<file path="config.mk">
export PLATFORM = sky130hd
export DESIGN_NAME = ht_hash
export DESIGN_NICKNAME = d
export VERILOG_FILES = /design/src/verilog/ht_pkg.sv /design/src/verilog/ht_hash.sv
export SDC_FILE = /design/constraint.sdc
export NUM_CORES = 1
export LEC_CHECK = 0
export BUFFER_PORTS_ARGS = -buffer_cell sky130_fd_sc_hd__buf_2
export CORE_MARGIN = 3
export CORE_UTILIZATION = 45
export CTS_CLUSTER_DIAMETER = 40
export DETAILED_ROUTE_END_ITERATION = 6
export GPL_ROUTABILITY_DRIVEN = 0
export GPL_TIMING_DRIVEN = 0
export MAX_ROUTING_LAYER = met4
export PLACE_DENSITY = 0.71
export SYNTH_ARGS = -nofsm -noshare
export SYNTH_HDL_FRONTEND = slang
export SYNTH_SLANG_ARGS = --single-unit
</file>
<file path="constraint.sdc">
create_clock -name clk -period 10.4 [get_ports clk]
set_input_delay 0.52 -clock clk [delete_from_list [all_inputs] [get_ports clk]]
set_output_delay 0.52 -clock clk [all_outputs]
set_load 0.005 [all_outputs]
</file>
<file path="src/verilog/ht_pkg.sv">
`default_nettype none

// ======================================================================
// Shared widths and types for the hashed page table core
// ======================================================================

package ht_pkg;

	// Virtual address and address space id widths
	localparam int vadr_w = 32;
	localparam int asid_w = 10;

	// Pages are 4 KiB so the page number is the top 20 bits of vadr
	localparam int vpn_w = 20;
	localparam int ppn_w = 20;

	// Page group index and bounce counter widths
	localparam int group_w = 10;
	localparam int bounce_w = 8;

	// Eight entries make up one page group
	localparam int slots = 8;
	localparam int pte_w = 64;

	// Decoded view of one page table entry, most significant field first
	typedef struct packed {
		logic [12:0] rsvd;
		logic valid;
		logic [asid_w-1:0] asid;
		logic [vpn_w-1:0] vpn;
		logic [ppn_w-1:0] ppn;
	} ht_pte_fields_t;

	// The load port writes the raw word while the walker reads fields
	typedef union packed {
		logic [pte_w-1:0] raw;
		ht_pte_fields_t f;
	} ht_pte_u;

	// ==================================================================
	// Address to group hash
	// ==================================================================

	// Folds the two halves of the page number together and mixes in
	// the address space so equal pages of different spaces spread out
	function automatic logic [group_w-1:0] ht_hash_fn(
		input logic [vadr_w-1:0] vadr,
		input logic [asid_w-1:0] asid
	);
		logic [vpn_w-1:0] vpn;
		vpn = vadr[vadr_w-1:vadr_w-vpn_w];
		return vpn[9:0] ^ vpn[19:10] ^ asid;
	endfunction

endpackage

`default_nettype wire

</file>
<file path="src/verilog/ht_hash.sv">
`timescale 1ns/1ps
`default_nettype none

// ======================================================================
// Home group and probe group generation
// ======================================================================

module ht_hash #(
	parameter int unsigned groups_log2 = ht_pkg::group_w
) (
	input wire logic clk,
	input wire logic rst,
	input wire logic [ht_pkg::vadr_w-1:0] vadr,
	input wire logic [ht_pkg::asid_w-1:0] asid,
	input wire logic [ht_pkg::bounce_w-1:0] bounce,
	input wire logic probe_valid,
	output logic [ht_pkg::group_w-1:0] home_group,
	output logic [ht_pkg::group_w-1:0] probe_group
);
	import ht_pkg::*;

	// Keeps every index inside the table that is actually built
	localparam logic [group_w-1:0] grp_mask = group_w'((1 << groups_log2) - 1);

	// Group used by the previous probe, needed once probing turns linear
	logic [group_w-1:0] prev_group;
	logic [group_w-1:0] bounce_sq;
	logic linear;

	always_comb begin
		home_group = ht_hash_fn(vadr, asid) & grp_mask;
		// Square only matters below 32, so ten bits are plenty
		bounce_sq = group_w'(bounce) * group_w'(bounce);
		// Quadratic steps stop at bounce 32
		linear = |bounce[bounce_w-1:5];
		if (bounce == '0)
			probe_group = home_group;
		else if (!linear)
			probe_group = (home_group + bounce_sq + group_w'(1)) & grp_mask;
		else
			probe_group = (prev_group + group_w'(1)) & grp_mask;
	end

	// Tracks the group the walker really addressed, so the linear
	// phase continues from the last quadratic probe
	always_ff @(posedge clk) begin
		if (rst)
			prev_group <= '0;
		else if (probe_valid)
			prev_group <= probe_group;
	end

endmodule

`default_nettype wire

</file>
Word level (Yosys, flattened, before mapping)
Cells that the tools add are included.

cells by class
  reductions and logical operators = 2
  $mul = 1
  multiplexer cells = 2
  bitwise logic cells = 2
  $add $sub $neg = 3

operators by type and width
  kind                                                             count
  10-bit by 1-bit adder with 10-bit output, second input constant  2
  10-bit two-way mux                                               2
  10-bit XOR                                                       2
  10-bit adder                                                     1
  8-bit by 8-bit multiplier with 10-bit output                     1
  8-bit logical NOT                                                1
  3-bit OR reduction                                               1

storage, ports and cells
  flip-flop bits (word level) = 10
  output and inout bits = 20
  logic and storage cells = 11
  input bits = 53

Logic depth before layout (Yosys ltp)
  depth in word-level cells = 6
  gate-level depth with buffers = 17
  depth with buffers taken out = 17

Worst setup path after synthesis
Ideal clock, no wire load.

  kind = input port to output port
  start = input vadr[18] (netlist name)
  end = output probe_group[8] (netlist name)
  data arrival time = 4.325 ns
  path buffers = 0
  path slack = 5.555 ns
  stages on the path = 13
  cell sequence = xnor2_1 xnor2_1 fa_1 fa_1 inv_1 fa_1 fa_1 inv_1 ha_1 and3_1 a2111oi_0 xnor2_1 o221a_2

on the way
  longest elaborated chain between the ends = 6

RTL lines
  what                                      RTL line       text
  start: declaration                        ht_hash.sv:13  input wire logic [ht_pkg::vadr_w-1:0] vadr,
  10-bit XOR (2 in series)                  ht_pkg.sv:52   return vpn[9:0] ^ vpn[19:10] ^ asid;
  via home_group, one bit                   ht_hash.sv:17  output logic [ht_pkg::group_w-1:0] home_group,
  10-bit adder                              ht_hash.sv:39  probe_group = (home_group + bounce_sq + group_w'(1)) & grp_mask;
  10-bit by 1-bit adder with 10-bit output  ht_hash.sv:39
  10-bit two-way mux                        ht_hash.sv:38  else if (!linear)
  10-bit two-way mux                        ht_hash.sv:36  if (bounce == '0)
  end: declaration                          ht_hash.sv:18  output logic [ht_pkg::group_w-1:0] probe_group

The timed path passes the listed nets, and every way through them passes these cells.

Worst setup path in the final report
  start = input vadr[27] (netlist name)
  end = output probe_group[9] (netlist name)

on the way
  longest elaborated chain between the ends = 6

RTL lines
  what                                      RTL line
  10-bit XOR (2 in series)                  ht_pkg.sv:52
  10-bit adder                              ht_hash.sv:39
  10-bit by 1-bit adder with 10-bit output  ht_hash.sv:39
  10-bit two-way mux                        ht_hash.sv:38
  10-bit two-way mux                        ht_hash.sv:36

No other way between the ends.

==> summary.md <==
| Metric | Value |
|---|---|
| Status | `completed` |
| Row count | `25` |
| Hold buffers post-CTS | `0` |
| Global-route wire length before repair | `8583 microns` |
| Worst EP arrival | `slightly below 5 ns` |
| Post-synthesis cell type count | `43` |
| Crit end category | `output port` |
| Fin crit period | `5.433 ns` |
| Die ar. | `0.006125 sq mm` |
| FF+latch count, synth | `10` |
| Max FO, Critical Path | `5` |
| GRT Util Overall | `17.18%` |
| Post-Syn Area | `~0.0023 sq mm` |
| Post-synth top flop | `dfxtp_1` |
| Register area | `200.2 sq um` |
| Die W | `78.26 microns` |
| CP Launch Type | `primary input` |
| Reg2Reg Depth | `6` |
| Final instance area | `~0.0028 sq mm` |
| Sequential fraction of the synthesis area | `8.520%` |
| Max-slew headroom | `63.42%` |
| VDD IR-drop max | `0.0001349 V` |
| H-tree lvl count | `1` |
| Final hold vios | `0` |
| Core box area | `0.004880 sq mm` |
| Power Dens Cells | `177.2 mW/mm^2` |
| Syn avg cell area | `8.452 sq um` |
| Diode count | `0` |
| Multi-input logic area | `0.001919 sq mm` |
| Top reg by flops | `prev_group` |
| Synth top area share | `22.15%` |
| Setup bufs post-CTS | `0` |
| Leading registers by flop count | `prev_group (10)` |
| Root buf cell | `clkbuf_8` |
| Worst Hold Class | `flip-flop to flip-flop` |
| PortBufs | `60` |
| Clk buf depth | `2` |
| CTS tree | `yes` |
| Layout overhead on the synthesized area | `18.69%` |
| Area contributors post-synth | `fa_1, ha_1, xnor2_1` |
| I/O pin total | `73` |
| Initial Utilization | `48.15%` |
| DR vias | `between 2,000 and 2,500` |
| Cell count after synthesis | `278` |
| Tcrit/Tclk final | `52.24%` |
| Fillers | `between 400 and 500` |
| Grt ovf | `0` |
| Max reg flops | `10` |
| Final Max Slew Viols | `0` |
| Post-CTS sizing | `0` |
| Drt drc | `0` |
| Fin worst setup slack | `4.967 ns` |
| Avg Vias per Cell | `just under 5` |
| Largest net degree at the start of global routing | `11` |
| Actual slew at the worst max-slew pin | `approximately 0.54 ns` |
| Number of flops mapped to enable cells by yosys | `0` |
| Dpl ws | `roughly 4.9 ns` |
| Worst-path clk slew | `0.05 ns` |
| Dpl hpwl | `4241 microns` |
| First-pass iteration count of the detailed router | `4` |
| Post-route ant nets | `0` |
| Initial antenna violation count | `0` |
| Clock Skews | `roughly 0.0019 ns` |
| WP data required | `9.88 ns` |
| Initial drt markers | `99` |
| Fmax | `0.1841 GHz` |
| Placed Instance Area | `0.002734 sq mm` |
| Fraction of layout cells with a size suffix above 1 | `between 20% and 30%` |
| Avg WL per Cell | `12.02 microns` |
| Number of global-route vias before repair | `a little under 2,000` |
| MaxCap Viol Count | `0` |
| # clock sinks | `10` |
| Die height | `78.26 microns` |
| Nets@finish | `about 450` |
| Area leader, netlist | `fa_1` |
| Setup CP Type | `primary input to output port` |
| Setup violators final | `0` |
| Final setup TNS | `0 ns` |
| Final WL | `4916 microns` |
| Worst Hold Depth | `2` |
| Worst-Skew Late Latency | `0.23 ns` |
| Leakage | `around 1.5 nW` |
| Syn nets | `382` |
| YS warnings | `0` |
| RSZ-0062 raised after global routing | `false` |
| Async S/R FF share, synth | `0%` |
| Num CTS Buffers | `3` |
## logic make-up after synthesis
| kind of cell | synth area share [%] |
|---|---|
| and+or+nand+nor | 16.51 |
| xor gates and xnor gates | 15.65 |
| AOI/OAI and AO/OA | 9.746 |
| buffers and inverters | 9.797 |
| muxes | 4.313 |
| adders and majority gates | 35.46 |
| DFF | 8.520 |
## worst max-delay path, cell delays in order
cell     delay, ns
buf_2         0.10
xnor2_1       0.13
xnor2_1       0.41
inv_1         0.13
fa_1          0.42
inv_1         0.07
fa_1          0.40
inv_1         0.08
fa_1          0.43
fa_1          0.55
inv_1         0.04
ha_1          0.36
nor3_1        0.15
nor2_1        0.05
o21ai_0       0.44
xnor2_1       0.22
nand2_1       0.07
a31oi_1       0.18
buf_2         0.14
## per-stage QoR
| stage | total power [mW] | hold WS (ns) | std cells | utilization, % |
|---|---|---|---|---|
| final | 0.4942 | 0.5153 | 409 | 57.15 |
| after global routing | 0.5646 | 0.5489 | 409 | 57.15 |
| after CTS | 0.5007 | 0.5152 | 409 | 57.15 |
| after detailed placement | 0.4470 | 0.5066 | 405 | 56.03 |
| after global placement | 0.4389 | 0.5012 | 405 | 56.03 |
| after floorplan | 0.3587 | 0.4830 | 278 | - |
## cell usage after synthesis (all sizes together), types with 2 or more instances
master  count
inv        52
xnor2      29
fa         26
ha         25
nand2      21
xor2       13
a21oi      12
and2       12
nor2       12
dfxtp      10
mux2i       9
o21ai       8
nand3       6
a21o        4
clkbuf      4
and3        3
nand4       3
nor3        3
nor3b       3
buf         2
nand2b      2
o221ai      2
or3b        2
## metal layers
layer / part of all wire (%) / track usage [%]
met5: 0 / -
met4: 1.0 / 2.797
met3: 2.8 / 0.8028
met2: 49 / 29.11
met1: 47 / 23.30
## final cells by class
class	instances	area share, %
clock buffers	4	1.974
well taps	67	3.006
flip-flops and latches	10	7.178
multi-input cells	210	68.82
repair buffers	60	10.77
inverters	52	6.999
plain buffers	6	1.256
## worst paths after layout
check | startpoint | end | slack [ns]
worst min-delay path | prev_group[7]$_SDFFE_PP0P_ | prev_group[7]$_SDFFE_PP0P_ | 0.52
worst max register to register | prev_group[0]$_SDFFE_PP0P_ | prev_group[4]$_SDFFE_PP0P_ | 8.96
worst max-delay path | vadr[27] | probe_group[9] | 4.97
worst min register to register | prev_group[7]$_SDFFE_PP0P_ | prev_group[7]$_SDFFE_PP0P_ | 0.52
## placed cells by master (no fill, tap or decap), types with 3 or more instances in the layout
master / instances
buf_2: 61
inv_1: 52
xnor2_1: 29
fa_1: 26
ha_1: 25
nand2_1: 20
xor2_1: 13
a21oi_1: 12
and2_1: 12
nor2_1: 11
dfxtp_1: 10
mux2i_1: 9
o21ai_0: 6
nand3_1: 6
clkbuf_1: 4
a21o_1: 4
clkbuf_8: 4
nor3_1: 3
nand4_1: 3
and3_1: 3
nor3b_1: 3
## report_power, final
part | switching (mW) | internal, mW | leakage, nW
clock network | 0.0150 | 0.0333 | 0.0288
registers | 0.00420 | 0.0420 | 0.0814
logic | 0.218 | 0.182 | 1.35
total | 0.237 | 0.257 | 1.46
Note: power is estimated with default switching activity, not from simulation.
