===== src/verilog/ht_pkg.sv =====
`default_nettype none

// ======================================================================
// Shared widths and types for the hashed page table core
// ======================================================================

package ht_pkg;

	// Virtual address and address space id widths
	localparam int vadr_w = 32;
	localparam int asid_w = 10;

	// Pages are 4 KiB so the page number is the top 20 bits of vadr
	localparam int vpn_w = 20;
	localparam int ppn_w = 20;

	// Page group index and bounce counter widths
	localparam int group_w = 10;
	localparam int bounce_w = 8;

	// Eight entries make up one page group
	localparam int slots = 8;
	localparam int pte_w = 64;

	// Decoded view of one page table entry, most significant field first
	typedef struct packed {
		logic [12:0] rsvd;
		logic valid;
		logic [asid_w-1:0] asid;
		logic [vpn_w-1:0] vpn;
		logic [ppn_w-1:0] ppn;
	} ht_pte_fields_t;

	// The load port writes the raw word while the walker reads fields
	typedef union packed {
		logic [pte_w-1:0] raw;
		ht_pte_fields_t f;
	} ht_pte_u;

	// ==================================================================
	// Address to group hash
	// ==================================================================

	// Folds the two halves of the page number together and mixes in
	// the address space so equal pages of different spaces spread out
	function automatic logic [group_w-1:0] ht_hash_fn(
		input logic [vadr_w-1:0] vadr,
		input logic [asid_w-1:0] asid
	);
		logic [vpn_w-1:0] vpn;
		vpn = vadr[vadr_w-1:vadr_w-vpn_w];
		return vpn[9:0] ^ vpn[19:10] ^ asid;
	endfunction

endpackage

`default_nettype wire


===== src/verilog/ht_walker.sv =====
`timescale 1ns/1ps
`default_nettype none

// ======================================================================
// Translation walker with req/ack handshake
// ======================================================================

module ht_walker #(
	parameter int unsigned max_bounce = 40
) (
	input wire logic clk,
	input wire logic rst,
	input wire logic req,
	input wire logic [ht_pkg::vadr_w-1:0] vadr,
	input wire logic [ht_pkg::asid_w-1:0] asid,
	output logic ack,
	output logic hit,
	output logic [ht_pkg::ppn_w-1:0] ppn,
	output logic [ht_pkg::bounce_w-1:0] bounce,
	output logic probe_valid,
	output logic [ht_pkg::vadr_w-1:0] lat_vadr,
	output logic [ht_pkg::asid_w-1:0] lat_asid,
	input wire logic [ht_pkg::slots*ht_pkg::pte_w-1:0] rd_group
);
	import ht_pkg::*;

	localparam int slot_w = $clog2(slots);

	// Walker states
	localparam logic [1:0] st_idle = 2'd0;
	localparam logic [1:0] st_addr = 2'd1;
	localparam logic [1:0] st_cmp = 2'd2;
	localparam logic [1:0] st_done = 2'd3;

	logic [1:0] state;
	ht_pte_u ent [slots];
	logic [ppn_w-1:0] slot_ppn [slots];
	logic [slots-1:0] match;
	logic [slots-1:0] empty;
	logic found;
	logic [slot_w-1:0] hit_slot;
	logic bounce_limit;
	logic accept;

	// A new request is only taken while the previous ack is gone
	assign accept = (state == st_idle) && req && !ack;

	// The hash unit registers the group address during this state
	assign probe_valid = (state == st_addr);

	assign bounce_limit = (bounce >= bounce_w'(max_bounce));

	// ==================================================================
	// Parallel compare of the eight entries
	// ==================================================================

	always_comb begin
		for (int i = 0; i < slots; i++) begin
			ent[i].raw = rd_group[i*pte_w +: pte_w];
			slot_ppn[i] = ent[i].f.ppn;
			// A match needs a valid entry of the same space and page
			match[i] = ent[i].f.valid && (ent[i].f.asid == lat_asid) &&
				(ent[i].f.vpn == lat_vadr[vadr_w-1:vadr_w-vpn_w]);
			empty[i] = !ent[i].f.valid;
		end
	end

	// Lowest matching slot wins, so scan from the top down
	always_comb begin
		found = |match;
		hit_slot = '0;
		for (int i = slots - 1; i >= 0; i--) begin
			if (match[i])
				hit_slot = slot_w'(i);
		end
	end

	// Request is held here so the hash and compare see stable values
	always_ff @(posedge clk) begin
		if (accept) begin
			lat_vadr <= vadr;
			lat_asid <= asid;
		end
	end

	// ==================================================================
	// Control FSM
	// ==================================================================

	always_ff @(posedge clk) begin
		if (rst) begin
			state <= st_idle;
			ack <= 1'b0;
			hit <= 1'b0;
			ppn <= '0;
			bounce <= '0;
		end else begin
			case (state)
				st_idle: begin
					if (accept) begin
						bounce <= '0;
						state <= st_addr;
					end
				end
				// Group address goes to the table this cycle
				st_addr: state <= st_cmp;
				st_cmp: begin
					if (found) begin
						hit <= 1'b1;
						ppn <= slot_ppn[hit_slot];
						state <= st_done;
					end else if ((|empty) || bounce_limit) begin
						// Free slot means the page was never loaded
						hit <= 1'b0;
						ppn <= '0;
						state <= st_done;
					end else begin
						// Full group and no match, try the next group
						bounce <= bounce + bounce_w'(1);
						state <= st_addr;
					end
				end
				st_done: begin
					// Result is final, hold ack until req is released
					if (!ack)
						ack <= 1'b1;
					else if (!req) begin
						ack <= 1'b0;
						state <= st_idle;
					end
				end
				default: state <= st_idle;
			endcase
		end
	end

endmodule

`default_nettype wire


===== config.mk =====
export PLATFORM = sky130hd
export DESIGN_NAME = ht_walker
export DESIGN_NICKNAME = d
export VERILOG_FILES = /design/src/verilog/ht_pkg.sv /design/src/verilog/ht_walker.sv
export SDC_FILE = /design/constraint.sdc
export NUM_CORES = 1
export LEC_CHECK = 0
export BUFFER_PORTS_ARGS = -buffer_cell sky130_fd_sc_hd__clkbuf_2
export CAP_MARGIN = 5
export CORE_AREA = 2 2 242 244
export CTS_CLUSTER_SIZE = 40
export DETAILED_ROUTE_END_ITERATION = 8
export DIE_AREA = 0 0 244 246
export PLACE_DENSITY_LB_ADDON = 0.15
export SYNTH_ARGS = -nofsm -noshare
export SYNTH_HDL_FRONTEND = slang
export SYNTH_SLANG_ARGS = --single-unit
export TNS_END_PERCENT = 50

===== constraint.sdc =====
create_clock -name clk -period 5 [get_ports clk]
set_input_delay 0.25 -clock clk [delete_from_list [all_inputs] [get_ports clk]]
set_output_delay 0.25 -clock clk [all_outputs]
set_load 0.02 [all_outputs]

Word-level counts from Yosys, hierarchy flattened

Index checks and enable logic that the tools add are counted.

Flip-flop bits (word level): 74
Bits in latches: 0
RAM bits: 0
ROM bits: 0
Input bits: 557
Output and inout port bits: 73
Word-level logic and storage cells: 98
Memories kept: 0

Add/sub/neg operators: 1
$mul: 0
Divide/modulo/power cells: 0
$lt $le $gt $ge: 2
Equality and inequality tests: 24
Shift operators: 0
Multiplexer cells: 27
Bitwise gates (word level): 1
Reduce and logical (&&, ||, !) cells: 36

Operators by type and width:

| operator                                                                            | number |
|---|---|
| 20-bit == test                                                                      | 8 |
| 10-bit == test                                                                      | 8 |
| 20-bit 2-to-1 mux                                                                   | 4 |
| 20-bit binary-select mux with 3-bit select                                          | 1 |
| 3-bit 2-to-1 mux                                                                    | 8 |
| 8-bit 2-to-1 mux                                                                    | 3 |
| 1-bit logical AND                                                                   | 18 |
| 8-bit one-hot mux with 2 select lines                                               | 1 |
| 8-bit OR reduction                                                                  | 2 |
| 2-bit 2-to-1 mux                                                                    | 5 |
| 2-bit inequality test, second input constant                                        | 5 |
| 1-bit logical NOT                                                                   | 9 |
| 8-bit by 1-bit adder with 8-bit output, second input constant                       | 1 |
| 8-bit by 6-bit greater-or-equal comparator with 1-bit output, second input constant | 1 |
| 2-bit one-hot mux with 4 select lines                                               | 1 |
| 2-bit == test, second input constant                                                | 2 |
| 4-bit greater-or-equal comparator, second input constant                            | 1 |
| 1-bit 2-to-1 mux                                                                    | 4 |
| 3-bit NOT with 4-bit output                                                         | 1 |
| 4-bit AND reduction                                                                 | 1 |
| 2-bit nonzero test                                                                  | 2 |
| 3-bit AND reduction                                                                 | 1 |
| 2-bit by 1-bit == test with 1-bit output, second input constant                     | 1 |
| 2-bit logical NOT                                                                   | 1 |
| 2 further kinds                                                                     | 2 |

Depth between registers and ports, before layout

Depth in word-level cells: 16
Mapped depth: 13
Mapped depth without buffers: 9

Worst setup path after synthesis

Ideal clock, no wire load.

Path kind: register to register
Start point: reg state[1]
End point: reg bounce[3] (netlist bit)
Arrival: 5.141 ns
Setup slack: -0.211 ns
Cell stages (with the launch flop): 6
Buffers on the path: 1
Period minus slack after synthesis: 5.211 ns
Path through: dfxtp_1 -> clkbuf_1 -> nor3b_1 -> o21ai_1 -> or3_1 -> a21oi_1

Word-level cells in the longest chain between the ends: 5

RTL lines:

| what                                   | line             | text |
|---|---|---|
| from (decl)                            | ht_walker.sv:35  | `logic [1:0] state;` |
| from (signal assigned)                 | ht_walker.sv:92  | `state <= st_idle;` |
| from (signal assigned)                 | ht_walker.sv:102 | `state <= st_addr;` |
| from (signal assigned)                 | ht_walker.sv:106 | `st_addr: state <= st_cmp;` |
| 2-bit logical NOT                      | ht_walker.sv:46  | `assign accept = (state == st_idle) && req && !ack;` |
| 1-bit logical AND (2 in series)        | ht_walker.sv:46  |  |
| net accept                             | ht_walker.sv:43  | `logic accept;` |
| 2-bit inequality test (no source line) | n/a              |  |
| 4-bit AND reduction (no source line)   | n/a              |  |
| to (signal assigned)                   | ht_walker.sv:119 | `bounce <= bounce + bounce_w'(1);` |
| to (decl)                              | ht_walker.sv:19  | `output logic [ht_pkg::bounce_w-1:0] bounce,` |

The timed path passes the listed nets, and every way through them passes these cells.
A chain may end at the register's enable or synchronous reset.

Worst setup path in the final report

Start point: reg lat_asid[9] (netlist bit)
End point: reg ppn[3] (netlist bit)

Word-level cells in the longest chain between the ends: 16

RTL lines:

| what                                                  | line             | text |
|---|---|---|
| from (decl)                                           | ht_walker.sv:22  | `output logic [ht_pkg::asid_w-1:0] lat_asid,` |
| from (signal assigned)                                | ht_walker.sv:82  | `lat_asid <= asid;` |
| 10-bit == test                                        | ht_walker.sv:62  | `match[i] = ent[i].f.valid && (ent[i].f.asid == lat_asid) &&` |
| 1-bit logical AND (2 in series)                       | ht_walker.sv:62  |  |
| 3-bit 2-to-1 mux (8 in series)                        | ht_walker.sv:73  | `if (match[i])` |
| 3-bit NOT with 4-bit output (not written as such)     | ht_walker.sv:110 | `ppn <= slot_ppn[hit_slot];` |
| 20-bit binary-select mux with 3-bit select            | ht_walker.sv:110 |  |
| 20-bit 2-to-1 mux (not written as such) (2 in series) | ht_walker.sv:110 |  |
| 20-bit 2-to-1 mux                                     | ht_walker.sv:108 | `if (found) begin` |
| to (signal assigned)                                  | ht_walker.sv:110 |  |
| to (decl)                                             | ht_walker.sv:18  | `output logic [ht_pkg::ppn_w-1:0] ppn,` |

Several ways; a longest one is shown, not always the timed one. The select of a mux whose other input is x is not followed.

==> flow_summary.ini <==
[timing]
drv_slew = 0
fin_setup_tns_ps = 0
post-route-period-util = 0.8307
setup_slack_ps = 846.7
slew_headroom = 0.2949
fmax_mhz = 240.8
skew_ps = 15.20
tightest_slew_ps = 1058
period_needed_ps = 4153
rsz0062_at_grt = no
hold_violations = 0
setup_viol = 0

[worst_setup_path]
crit_path_max_incr_delay_ps = 1050
cp-end-kind = flip-flop
crit_path_cell_trace = xnor2_1 -> nand4_1 -> nor4_4 -> nand3_1 -> a31oi_4 -> buf_4 -> mux2i_1 -> a2111oi_2 -> a22o_1
cp-start-kind = flip-flop
critical_path_peak_fanout = 13
arrival_ps = 4480
r2r-start = lat_asid[9]
startpoint = lat_asid[9]
path_class = reg2reg
required_ps = 5330
slowest_stage = edfxtp_1

[route]
drt-wirelength-per-cell_um = 25.58
wirelength_mm = 54.87
drtIter0Drc = 446
drt_pass1_iterations = 4
viasPerCell = 4.135
postRouteAntennaNets = 0
remaining_drc_errors = 0
dr_total_vias = 8870

[floorplanning]
rows = 88
die_w_um = 244
io_pins = 630
fp.coreArea_mm2 = 0.05737
start_util = 0.1309
die_height_um = 246
die_area_mm2 = 0.06002

[final_layout]
nets = 1929
fillers = 6522
final_common_cell = clkbuf_2
final_cell_mix = 525 x clkbuf_2, 212 x xnor2_1, 93 x nand4_1, 57 x nand2_1, 51 x buf_4
regArea_mm2 = 0.001902
layout-drive-gt1-share = 0.4618
final_util = 0.2016
multi_input_area_mm2 = 0.005220
syn_to_final_growth_pct = 54.03

[clocking]
cts_tree = yes
htreeDepth = 3
clock_path_buffers = 2
cts-resized-gates = 0
postCtsSetupRepairBufs = 0
hold_buffers = 12
clkSinkCount = 74
clkTransAtPathRegs_ps = 80
cts_made_buffers = 9
clockRootBuffer = clkbuf_16
clock_latency_ps = 390

[global_route]
antenna_found_initial = 14
grt_pass1_vias = 9437
grt_pass1_wl_mm = 73.17
grt_max_degree = 43
overflow = 0
grt_util_all_layers = 0.1791

[place]
port_buffers = 525
dpl.hpwl_mm = 47.16
routabilityCongestion = 0.8399
place_ws_ps = 703.3

[yosys]
synthArstFlopShare = 0
synth_edf_count = 42
ys_types = 62
synth_warnings = 0
yosysSeqAreaShare = 0.2532
ys_ff_latch = 74
netlist_area_mm2 = 0.007510
synth_area_per_cell_um2 = 9.136
synth_flop_cell = edfxtp_1
synth_nets = 1381
synth_cells = 822

[hold_path]
hp-class = in2reg
hp-start = vadr[22]

[power]
p_leak_nw = 4.559
p_per_area_mw_per_mm2 = 211.8
ir_worst_vdd_mv = 0.1648

[status]
status = finished clean

[job]
drv_cap = 0
[area by class of cell]
class | instances | share of cell area
inverter | 11 | 0.003570
timing repair buffer | 588 | 0.2706
multi-input combinational | 686 | 0.4513
antenna | 5 | 0.001082
tap | 765 | 0.08275
clock inverter | 6 | 0.004651
clock buffer | 10 | 0.02163
sequential | 74 | 0.1644
[kinds of logic after synthesis]
logic type      share of synthesized area
xor+xnor                           0.2911
buf+inv                           0.05315
fa+ha+maj                        0.003332
simple gates                       0.2253
mux                               0.05465
compound gates                     0.1193
flops                              0.2532
[report_power, final]
part | internal [mW] | switching, mW
Sequential | 0.691 | 0.125
Clock | 0.379 | 0.376
Combinational | 0.403 | 0.476
Total | 1.47 | 0.977
[critical path, delay by kind of cell (launching register included)]
family	cells	cell delay (ps)
DFF	1	1050
buffers and inverters	1	360
and+or+nand+nor	3	1130
xor gates and xnor gates	1	270
AOI/OAI and AO/OA	3	1140
muxes	1	120
[cells in the mapped netlist, drive strengths merged, types with 3 or more instances]
master / number / area share
a211oi: 4 / 0.0047
xnor2: 222 / 0.27
a311oi: 5 / 0.0058
inv: 11 / 0.0055
nor4: 30 / 0.030
and2: 9 / 0.0075
nor3b: 3 / 0.0030
o22ai: 15 / 0.012
nand3: 18 / 0.012
edfxtp: 42 / 0.17
and3: 3 / 0.0025
mux2: 8 / 0.012
clkbuf: 14 / 0.0070
nand2: 57 / 0.028
mux2i: 32 / 0.043
a41oi: 5 / 0.0068
dfxtp: 32 / 0.085
nor3: 9 / 0.0060
a21oi: 8 / 0.0053
nor2: 23 / 0.011
nor4b: 5 / 0.0058
nand4: 94 / 0.079
buf: 37 / 0.041
nand4b: 5 / 0.0058
o21ai: 24 / 0.016
xor2: 19 / 0.022
nor2b: 7 / 0.0058
or3: 18 / 0.015
a22o: 16 / 0.019
o21a: 3 / 0.0030
a2111oi: 18 / 0.029
o31a: 4 / 0.0047
or2: 5 / 0.0042
[worst paths after layout]
kind	to	slack (ps)	depth (start not counted)
worst max register to register	ppn[3]	850	9
worst min-delay path	lat_vadr[22]	30	1
worst max-delay path	ppn[3]	850	9
worst min register to register	ppn[4]	480	1
[routing by layer]
metal | global-route usage | up-vias | wire length [µm]
li1 | - | 4159 | -
met1 | 0.2041 | 4163 | 22630
met2 | 0.3163 | 458 | 26610
met3 | 0.05512 | 74 | 3816
met4 | 0.06026 | 16 | 1705
met5 | 0 | - | 94
[sequential cells by signal, indices dropped and copies added (netlist names)]
name      cells
lat_vadr     32
ppn          20
lat_asid     10
bounce        8
state         2
ack           1
hit           1
[metrics by stage]
step | power, mW | hold slack, ps | area [µm²] | std cells
2_1_floorplan | 1.222 | 348.9 | 7515 | 822
3_3_place_gp | 1.714 | 428.4 | 11130 | 2112
3_5_place_dp | 1.714 | 428.7 | 11130 | 2112
4_1_cts | 2.511 | 0.1302 | 11550 | 2140
5_1_grt | 2.579 | 1.798 | 11550 | 2140
6_report | 2.450 | 30.89 | 11570 | 2145
No activity file was read; power rests on OpenSTA's default activity.
